## src/verilog/axi_xbar_pkg.sv

```systemverilog
package axi_xbar_pkg;

    // bus widths, read side only
    localparam int ADDR_W = 32;
    localparam int DATA_W = 64;
    localparam int ID_W   = 4;
    localparam int LEN_W  = 8;  // beats = len + 1

    localparam int SIZE_W  = 3;
    localparam int BURST_W = 2;
    localparam int RESP_W  = 2;

    typedef logic [ADDR_W-1:0]  addr_t;
    typedef logic [DATA_W-1:0]  data_t;
    typedef logic [ID_W-1:0]    id_t;
    typedef logic [LEN_W-1:0]   len_t;

    typedef logic [SIZE_W-1:0]  size_t;   // bytes per beat, log2
    typedef logic [BURST_W-1:0] burst_t;
    typedef logic [RESP_W-1:0]  resp_t;

    // owner of a grant on the master port
    typedef enum logic [0:0] {
        REQ_FETCH = 1'b0,
        REQ_DATA  = 1'b1
    } requester_t;

endpackage
```

## src/verilog/ar_req_if.sv

```systemverilog
interface ar_req_if;
    import axi_xbar_pkg::*;

    logic   valid;
    logic   ready;
    addr_t  addr;
    id_t    id;
    len_t   len;
    size_t  size;
    burst_t burst;

    // request slot side
    modport source (
        output valid, addr, id, len, size, burst,
        input  ready
    );

    // arbiter side
    modport sink (
        input  valid, addr, id, len, size, burst,
        output ready
    );

endinterface

```

## src/verilog/read_crossbar.sv

```systemverilog
module read_crossbar (
    input  logic                  clock,
    input  logic                  reset,

    input  logic                  fetch_arvalid,
    output logic                  fetch_arready,
    input  axi_xbar_pkg::addr_t   fetch_araddr,
    input  axi_xbar_pkg::id_t     fetch_arid,
    input  axi_xbar_pkg::len_t    fetch_arlen,
    input  axi_xbar_pkg::size_t   fetch_arsize,
    input  axi_xbar_pkg::burst_t  fetch_arburst,
    output logic                  fetch_rvalid,
    input  logic                  fetch_rready,
    output axi_xbar_pkg::data_t   fetch_rdata,
    output axi_xbar_pkg::resp_t   fetch_rresp,
    output logic                  fetch_rlast,
    output axi_xbar_pkg::id_t     fetch_rid,

    input  logic                  data_arvalid,
    output logic                  data_arready,
    input  axi_xbar_pkg::addr_t   data_araddr,
    input  axi_xbar_pkg::id_t     data_arid,
    input  axi_xbar_pkg::len_t    data_arlen,
    input  axi_xbar_pkg::size_t   data_arsize,
    input  axi_xbar_pkg::burst_t  data_arburst,
    output logic                  data_rvalid,
    input  logic                  data_rready,
    output axi_xbar_pkg::data_t   data_rdata,
    output axi_xbar_pkg::resp_t   data_rresp,
    output logic                  data_rlast,
    output axi_xbar_pkg::id_t     data_rid,

    output logic                  master_arvalid,
    input  logic                  master_arready,
    output axi_xbar_pkg::addr_t   master_araddr,
    output axi_xbar_pkg::id_t     master_arid,
    output axi_xbar_pkg::len_t    master_arlen,
    output axi_xbar_pkg::size_t   master_arsize,
    output axi_xbar_pkg::burst_t  master_arburst,
    input  logic                  master_rvalid,
    output logic                  master_rready,
    input  axi_xbar_pkg::data_t   master_rdata,
    input  axi_xbar_pkg::resp_t   master_rresp,
    input  logic                  master_rlast,
    input  axi_xbar_pkg::id_t     master_rid
);
    import axi_xbar_pkg::*;

    logic       issue;
    requester_t issue_owner;
    logic       busy;

    ar_req_if fetch_req ();
    ar_req_if data_req ();

    read_request_port fetch_port (
        .clock   (clock),
        .reset   (reset),
        .arvalid (fetch_arvalid),
        .arready (fetch_arready),
        .araddr  (fetch_araddr),
        .arid    (fetch_arid),
        .arlen   (fetch_arlen),
        .arsize  (fetch_arsize),
        .arburst (fetch_arburst),
        .req     (fetch_req)
    );

    read_request_port data_port (
        .clock   (clock),
        .reset   (reset),
        .arvalid (data_arvalid),
        .arready (data_arready),
        .araddr  (data_araddr),
        .arid    (data_arid),
        .arlen   (data_arlen),
        .arsize  (data_arsize),
        .arburst (data_arburst),
        .req     (data_req)
    );

    read_arbiter arbiter (
        .clock          (clock),
        .reset          (reset),
        .fetch_req      (fetch_req),
        .data_req       (data_req),
        .busy           (busy),
        .master_arvalid (master_arvalid),
        .master_arready (master_arready),
        .master_araddr  (master_araddr),
        .master_arid    (master_arid),
        .master_arlen   (master_arlen),
        .master_arsize  (master_arsize),
        .master_arburst (master_arburst),
        .issue          (issue),
        .issue_owner    (issue_owner)
    );

    read_response_router router (
        .clock         (clock),
        .reset         (reset),
        .issue         (issue),
        .issue_owner   (issue_owner),
        .busy          (busy),
        .master_rvalid (master_rvalid),
        .master_rready (master_rready),
        .master_rdata  (master_rdata),
        .master_rresp  (master_rresp),
        .master_rlast  (master_rlast),
        .master_rid    (master_rid),
        .fetch_rvalid  (fetch_rvalid),
        .fetch_rready  (fetch_rready),
        .fetch_rdata   (fetch_rdata),
        .fetch_rresp   (fetch_rresp),
        .fetch_rlast   (fetch_rlast),
        .fetch_rid     (fetch_rid),
        .data_rvalid   (data_rvalid),
        .data_rready   (data_rready),
        .data_rdata    (data_rdata),
        .data_rresp    (data_rresp),
        .data_rlast    (data_rlast),
        .data_rid      (data_rid)
    );

endmodule

```

## src/verilog/read_response_router.sv

```systemverilog
module read_response_router (
    input  logic                     clock,
    input  logic                     reset,
    input  logic                     issue,
    input  axi_xbar_pkg::requester_t issue_owner,
    output logic                     busy,
    input  logic                     master_rvalid,
    output logic                     master_rready,
    input  axi_xbar_pkg::data_t      master_rdata,
    input  axi_xbar_pkg::resp_t      master_rresp,
    input  logic                     master_rlast,
    input  axi_xbar_pkg::id_t        master_rid,
    output logic                     fetch_rvalid,
    input  logic                     fetch_rready,
    output axi_xbar_pkg::data_t      fetch_rdata,
    output axi_xbar_pkg::resp_t      fetch_rresp,
    output logic                     fetch_rlast,
    output axi_xbar_pkg::id_t        fetch_rid,
    output logic                     data_rvalid,
    input  logic                     data_rready,
    output axi_xbar_pkg::data_t      data_rdata,
    output axi_xbar_pkg::resp_t      data_rresp,
    output logic                     data_rlast,
    output axi_xbar_pkg::id_t        data_rid
);
    import axi_xbar_pkg::*;

    requester_t owner;
    logic       to_fetch;
    logic       to_data;
    logic       last_beat;

    assign to_fetch  = busy & (owner == REQ_FETCH);
    assign to_data   = busy & (owner == REQ_DATA);
    assign last_beat = master_rvalid & master_rready & master_rlast;

    // one burst in flight at a time
    always_ff @(posedge clock or posedge reset) begin
        if (reset) begin
            busy  <= 1'b0;
            owner <= REQ_FETCH;
        end else if (issue) begin
            busy  <= 1'b1;
            owner <= issue_owner;
        end else if (last_beat) begin
            busy  <= 1'b0;
        end
    end

    assign master_rready = (to_fetch & fetch_rready) | (to_data & data_rready);

    assign fetch_rvalid = to_fetch & master_rvalid;
    assign data_rvalid  = to_data & master_rvalid;

    // payload fans out, only valid is steered
    assign fetch_rdata = master_rdata;
    assign fetch_rresp = master_rresp;
    assign fetch_rlast = master_rlast;
    assign fetch_rid   = master_rid;

    assign data_rdata  = master_rdata;
    assign data_rresp  = master_rresp;
    assign data_rlast  = master_rlast;
    assign data_rid    = master_rid;

endmodule

```

## src/verilog/read_arbiter.sv

```systemverilog
module read_arbiter (
    input  logic                     clock,
    input  logic                     reset,
    ar_req_if.sink                   fetch_req,
    ar_req_if.sink                   data_req,
    input  logic                     busy,
    output logic                     master_arvalid,
    input  logic                     master_arready,
    output axi_xbar_pkg::addr_t      master_araddr,
    output axi_xbar_pkg::id_t        master_arid,
    output axi_xbar_pkg::len_t       master_arlen,
    output axi_xbar_pkg::size_t      master_arsize,
    output axi_xbar_pkg::burst_t     master_arburst,
    output logic                     issue,
    output axi_xbar_pkg::requester_t issue_owner
);
    import axi_xbar_pkg::*;

    requester_t last_grant;
    logic       locked;      // choice held under arready back-pressure
    requester_t locked_owner;
    requester_t pick;
    requester_t owner;
    logic       any_valid;

    assign any_valid = fetch_req.valid | data_req.valid;

    // round robin, the side not granted last wins a tie
    always_comb begin
        if (fetch_req.valid && data_req.valid) begin
            pick = (last_grant == REQ_FETCH) ? REQ_DATA : REQ_FETCH;
        end else if (fetch_req.valid) begin
            pick = REQ_FETCH;
        end else begin
            pick = REQ_DATA;
        end
    end

    assign owner          = locked ? locked_owner : pick;
    assign master_arvalid = locked | (~busy & any_valid);
    assign issue          = master_arvalid & master_arready;
    assign issue_owner    = owner;

    always_comb begin
        if (owner == REQ_FETCH) begin
            master_araddr  = fetch_req.addr;
            master_arid    = fetch_req.id;
            master_arlen   = fetch_req.len;
            master_arsize  = fetch_req.size;
            master_arburst = fetch_req.burst;
        end else begin
            master_araddr  = data_req.addr;
            master_arid    = data_req.id;
            master_arlen   = data_req.len;
            master_arsize  = data_req.size;
            master_arburst = data_req.burst;
        end
    end

    // slot drains on the same edge as the master transfer
    assign fetch_req.ready = issue & (owner == REQ_FETCH);
    assign data_req.ready  = issue & (owner == REQ_DATA);

    always_ff @(posedge clock or posedge reset) begin
        if (reset) begin
            locked       <= 1'b0;
            locked_owner <= REQ_FETCH;
        end else begin
            locked       <= master_arvalid & ~master_arready;
            locked_owner <= owner;
        end
    end

    always_ff @(posedge clock or posedge reset) begin
        if (reset) begin
            last_grant <= REQ_DATA;  // fetch takes the first tie
        end else if (issue) begin
            last_grant <= owner;
        end
    end

endmodule

```

## src/verilog/read_request_port.sv

```systemverilog
module read_request_port (
    input  logic                  clock,
    input  logic                  reset,
    input  logic                  arvalid,
    output logic                  arready,
    input  axi_xbar_pkg::addr_t   araddr,
    input  axi_xbar_pkg::id_t     arid,
    input  axi_xbar_pkg::len_t    arlen,
    input  axi_xbar_pkg::size_t   arsize,
    input  axi_xbar_pkg::burst_t  arburst,
    ar_req_if.source              req
);
    import axi_xbar_pkg::*;

    logic   slot_empty;
    addr_t  slot_addr;
    id_t    slot_id;
    len_t   slot_len;
    size_t  slot_size;
    burst_t slot_burst;

    logic accept;
    logic drain;

    assign accept = arvalid & slot_empty;
    assign drain  = req.valid & req.ready;

    // empty flag doubles as the registered arready
    always_ff @(posedge clock or posedge reset) begin
        if (reset) begin
            slot_empty <= 1'b1;
        end else if (accept) begin
            slot_empty <= 1'b0;
        end else if (drain) begin
            slot_empty <= 1'b1;
        end
    end

    always_ff @(posedge clock) begin
        if (accept) begin
            slot_addr  <= araddr;
            slot_id    <= arid;
            slot_len   <= arlen;
            slot_size  <= arsize;
            slot_burst <= arburst;
        end
    end

    assign arready   = slot_empty;
    assign req.valid = ~slot_empty;
    assign req.addr  = slot_addr;
    assign req.id    = slot_id;
    assign req.len   = slot_len;
    assign req.size  = slot_size;
    assign req.burst = slot_burst;

endmodule

```

## config.mk

```make
export PLATFORM = sky130hd
export DESIGN_NAME = read_crossbar
export DESIGN_NICKNAME = d
export VERILOG_FILES = /design/src/verilog/axi_xbar_pkg.sv /design/src/verilog/ar_req_if.sv /design/src/verilog/read_crossbar.sv /design/src/verilog/read_response_router.sv /design/src/verilog/read_arbiter.sv /design/src/verilog/read_request_port.sv
export SDC_FILE = /design/constraint.sdc
export NUM_CORES = 1
export LEC_CHECK = 0
export BUFFER_PORTS_ARGS = -buffer_cell sky130_fd_sc_hd__buf_2
export CELL_PAD_IN_SITES_DETAIL_PLACEMENT = 1
export CELL_PAD_IN_SITES_GLOBAL_PLACEMENT = 1
export CORE_AREA = 2 2 145 147
export DETAILED_ROUTE_END_ITERATION = 12
export DIE_AREA = 0 0 147 149
export GPL_ROUTABILITY_DRIVEN = 0
export PLACE_DENSITY_LB_ADDON = 0.1
export SETUP_SLACK_MARGIN = 0.2
export SYNTH_ARGS = -nofsm -noshare
export SYNTH_HDL_FRONTEND = slang
export SYNTH_HIERARCHICAL = 1
export SYNTH_SLANG_ARGS = --single-unit
```

## constraint.sdc

```tcl
create_clock -name clock -period 2.11 [get_ports clock]
set_clock_uncertainty 0.1 [all_clocks]
set_input_delay 0.211 -clock clock [delete_from_list [all_inputs] [get_ports clock]]
set_output_delay 0.211 -clock clock [all_outputs]
set_load 0.01 [all_outputs]
```

Word level (Yosys, flattened, before mapping)

Cells that the tools add are included.

Muxes and demuxes: 15
Bitwise logic cells: 26
Reductions and logical operators: 4

Operators by type and width:

| cell                | count |
|---|---|
| $mux W32            | 1 |
| $and A1 B1 Y1       | 17 |
| $mux W1             | 10 |
| $mux W8             | 1 |
| $not A1 Y1          | 6 |
| $reduce_bool A2 Y1  | 3 |
| $mux W4             | 1 |
| $mux W3             | 1 |
| $or A1 B1 Y1        | 3 |
| $mux W2             | 1 |
| $logic_and A1 B1 Y1 | 1 |

Register bits: 105
Input port bits: 177
Output and inout bits: 197
Logic and storage cells: 62

Logic depth before layout (Yosys ltp)

Depth in word-level cells: 9
Depth in mapped cells: 7
Gate-level depth less buffers: 7

Cells and area by module

Netlist, hierarchy kept.

Modules (own cells, without submodules):

| module               | instances | cells an instance | area each (um2) | sequential area each (um2) |
|---|---|---|---|---|
| read_request_port    | 2         | 55                | 1524.0          | 1497.7 |
| read_response_router | 1         | 154               | 1189.9          | 50.0 |
| read_arbiter         | 1         | 72                | 779.5           | 76.3 |

Least setup slack after synthesis

No wires, ideal clock.

Path type: flip-flop to output port
Start point: register data_port.slot_empty, in the netlist data_port/arready
End point: output port master_araddr[1]
Arrival time: 1525 ps
Data required time: 1799 ps
Path slack: 274 ps
Stages on the path, launching flop included: 6
Buffers on the path: 1
Cells stage by stage: dfstp_2 > inv_1 > nor2b_2 > o22ai_4 > buf_6 > mux2_1

Word-level cells in the longest chain between the ends: 5

Ends and longest elaborated chain:

| element                  | line                    | text |
|---|---|---|
| start: declaration       | read_request_port.sv:15 | `logic slot_empty;` |
| start signal: assignment | read_request_port.sv:31 | `slot_empty <= 1'b1;` |
| start signal: assignment | read_request_port.sv:33 | `slot_empty <= 1'b0;` |
| start signal: assignment | read_request_port.sv:35 | `slot_empty <= 1'b1;` |
| $not A1 Y1               | read_request_port.sv:50 | `assign req.valid = ~slot_empty;` |
| via data_req.valid       | ar_req_if.sv:4          | `logic valid;` |
| $logic_and A1 B1 Y1      | read_arbiter.sv:30      | `if (fetch_req.valid && data_req.valid) begin` |
| $mux W1                  | read_arbiter.sv:30      |  |
| $mux W1                  | read_arbiter.sv:39      | `assign owner = locked ? locked_owner : pick;` |
| $mux W32                 | read_arbiter.sv:45      | `if (owner == REQ_FETCH) begin` |
| end: declaration         | read_crossbar.sv:35     | `output axi_xbar_pkg::addr_t master_araddr,` |

The timed path passes the listed nets, and every way through them passes these cells.

Worst setup path in the final report

Start point: register data_port.slot_empty, in the netlist data_port/arready
End point: output port master_araddr[9]

The elaborated chain is that of the path after synthesis.

==> metrics.txt <==
Setup CP Type=flip-flop to primary output; CP max stage delay=around 0.54 ns; CP Data Required Time=roughly 1.8 ns; PwrDens=roughly 1300 mW/mm2; CTS tree=yes; dpl hpwl=between 10000 and 15000 um; XOR/XNOR Fraction of Synth Area=0%; Crit path buffers/inverters=4; WL per Instance=about 19 um; CTS buffer count=9; core box area=just over 0.02 mm2; post-synthesis mux area share=11.7%; Root Driver=clkbuf_16; Critical Path Fanout Max=7; Psw=approximately 0.0029 W; final setup fails=49; CP top delay family=flip-flops; worst slew pin tran=0.364 ns; Sw Ratio=about 30%; share of cells above drive strength 1=a little over half; P_leak=2.99 nW; top-area cell type share of the netlist area=between 50% and 60%; Port Buffers=between 150 and 200; Comb pwr share=roughly half; Hold Worst Slack=0.0240 ns; final WL=approximately 15000 um; count of cell types in the netlist=21; antenna cells=0; complex-gate fraction of the synthesized area=between 1 and 1.5%; full die area=0.0219 mm2; internal power=around 0.0066 W; Post-Syn Nets=513; via count=2945; Clock Sinks=around 110; clock buffer depth=2; Area contributors post-synth=edfxtp_1 (59%), buf_4 (21%), mux2_2 (10%), dfrtp_1 (2.0%), dfstp_2 (1.6%); vias in the first global route=between 3000 and 4000; Final Cycle Share=109%; Worst-path clk slew=roughly 0.07 ns; Adder-Cell Fraction of Synth Area=0%; fmax=~0.44 GHz; non-filler instance count after layout=about 770; Remaining Overflow, GRT=0; Final Hold Violating Endpoints=0; placed insts=about 640; final worst setup slack=-0.182 ns; DRC=0; hold crit path type=input pin to flip-flop; commonest cells after routing, fill and taps aside=buf_2 (114), dlygate4sd3_1 (101), edfxtp_1 (98); part of the power in registers=a little under a third; Tot GR Track Use=between 10 and 15%; CP Capture Type=primary output; critical path arrival=just under 2 ns; largest net degree at the start of global routing=31; crit path cell chain=inv_2, nor2b_4, o22ai_4, buf_12, buf_12, mux2_4, buf_6; Synth Area in Simple Gates=under 10%; mapped cell area=about 0.005 mm2; status=complete, but fails checks; Post-DRT Antenna Nets=0; commonest non-fill, non-tap cell in the layout=buf_2; initial antenna violation count=0; type of origin of the critical path=flip-flop; power share of the clock group=between 10% and 20%; Area Overhead vs Synth=43.6%; fin. max-slew vios=0; Rows=between 50 and 60; DR vias/cell=a little under 4; Ys Warns=6; Syn Inst Count=about 340; drt first pass iters=4; critical path's most frequent cell=buf_12; part of the Yosys area used for sequential elements=approximately 62%; H-tree depth=3; DIE WIDTH=~150 um; leading area contributor after synthesis=edfxtp_1; largest family of logic cells by synthesized area=buffers and inverters; Tmin final=2.29 ns; RSZ-0062 raised after global routing=true; Die Span Y=149 um; max-cap viol count=0; initial DRC count=about 50; worst-skew pair later-pin latency=0.34 ns; failing checks=negative setup slack; crit path max-delay cell type=dfstp_2; Syn Area/Cell=14.9 um2; Relative slew margins=around 76%; #FFs+latches synth=around 110; Nets=663; initial core utilization=around 24%; first-pass GRT wire length=approximately 22000 um; I/O pins=about 370; Max VDD drop=0.519 mV
==> Yosys cell counts <==
| cell | n |
|---|---|
| buf_4 | 142 |
| edfxtp_1 | 98 |
| mux2_2 | 46 |
| inv_1 | 11 |
| nor2_1 | 8 |
| buf_6 | 5 |
| mux2_1 | 5 |
| dfrtp_1 | 4 |
| dfstp_2 | 3 |
| and2_4 | 2 |
| nor2_2 | 2 |
| a41oi_2 | 1 |
| and2_1 | 1 |
| and3_1 | 1 |
| mux2_4 | 1 |
| nand2_1 | 1 |
| nand2b_1 | 1 |
| nor2b_2 | 1 |
| o21ai_0 | 1 |
| o21ba_2 | 1 |
| o22ai_4 | 1 |
==> per-layer routing <==
| layer | up-vias | track usage [%] | wire (um) |
|---|---|---|---|
| li1 | 1322 | - | - |
| met1 | 1410 | 12.7 | 4790 |
| met2 | 202 | 24.9 | 8060 |
| met5 | - | 0 | 0 |
| met4 | 0 | 3.08 | 179 |
| met3 | 11 | 8.10 | 1910 |
==> power by group through the flow <==
| stage | Sequential, W | Combinational, W | Clock, W |
|---|---|---|---|
| floorplan | 0.00288 | 0.00202 | 0 |
| global placement | 0.00290 | 0.00287 | 0 |
| detailed placement | 0.00291 | 0.00286 | 0 |
| CTS | 0.00288 | 0.00488 | 0.00185 |
| global route | 0.00291 | 0.00523 | 0.00192 |
| finish | 0.00287 | 0.00489 | 0.00176 |
==> through the flow <==
| stage | TNS [ns] | worst slack [ns] | area [um2] | power [W] | util, % |
|---|---|---|---|---|---|
| 6_report | -7.41 | -0.182 | 7200 | 0.00953 | 35.0 |
| 3_5_place_dp | 0 | 0.0838 | 5170 | 0.00577 | 25.1 |
| 5_1_grt | -10.91 | -0.253 | 7200 | 0.0101 | 35.0 |
| 2_1_floorplan | 0 | 0.274 | 5020 | 0.00489 | - |
| 3_3_place_gp | 0 | 0.111 | 5170 | 0.00577 | 25.1 |
| 4_1_cts | -9.45 | -0.228 | 7150 | 0.00961 | 34.8 |
==> sequential cells by signal, indices dropped and copies added (netlist names), 2 cells and up <==
register and flops:
data_port/req.addr 32, fetch_port/req.addr 32, data_port/req.len 8, fetch_port/req.len 8, data_port/req.id 4, fetch_port/req.id 4
data_port/req.size 3, fetch_port/req.size 3, data_port/req.burst 2, fetch_port/req.burst 2
==> worst paths after layout <==
| check | startpoint | end | slack, ns | cells after the start |
|---|---|---|---|---|
| max | data_port/arready | master_araddr[9] | -0.18 | 7 |
| min | master_rlast | router/busy | 0.02 | 2 |
| max reg2reg | data_port/arready | router/owner | 0.31 | 8 |
| min reg2reg | fetch_port/arready | fetch_port/arready | 0.45 | 2 |
| max in group asynchronous | reset | arbiter/last_grant | 1.46 | 3 |
| min in group asynchronous | reset | router/busy | 0.22 | 3 |
==> repair_timing <==
item	CTS	global route
setup endpoints to repair	49	50
gates cloned	3	1
resized for setup	119	3
hold buffers	101	0
pin swaps	1	1
hold endpoints to repair	107	0
setup buffers	5	3
==> worst reg2reg max path, delay by kind of cell, from the launching register on <==
family | cells | cell delay, ns
flops | 1 | 0.54
buf+inv | 5 | 0.49
mux | 1 | 0.28
simple gates | 1 | 0.12
compound gates | 1 | 0.17
==> cells by family after synthesis <==
logic type,count (synthesis)
simple gates,17
compound gates,4
flops,105
buf+inv,158
mux,52
==> area by class of cell <==
type / instances / area, um2
clock buffers: 9 / 225
repair buffers: 286 / 2460
flip-flops and latches: 105 / 3120
multi-input cells: 73 / 935
inverters: 11 / 41.3
fillers: 2156 / 13400
well taps: 275 / 344
clock inverters: 7 / 75.1
No activity file was read; power rests on OpenSTA's default activity.
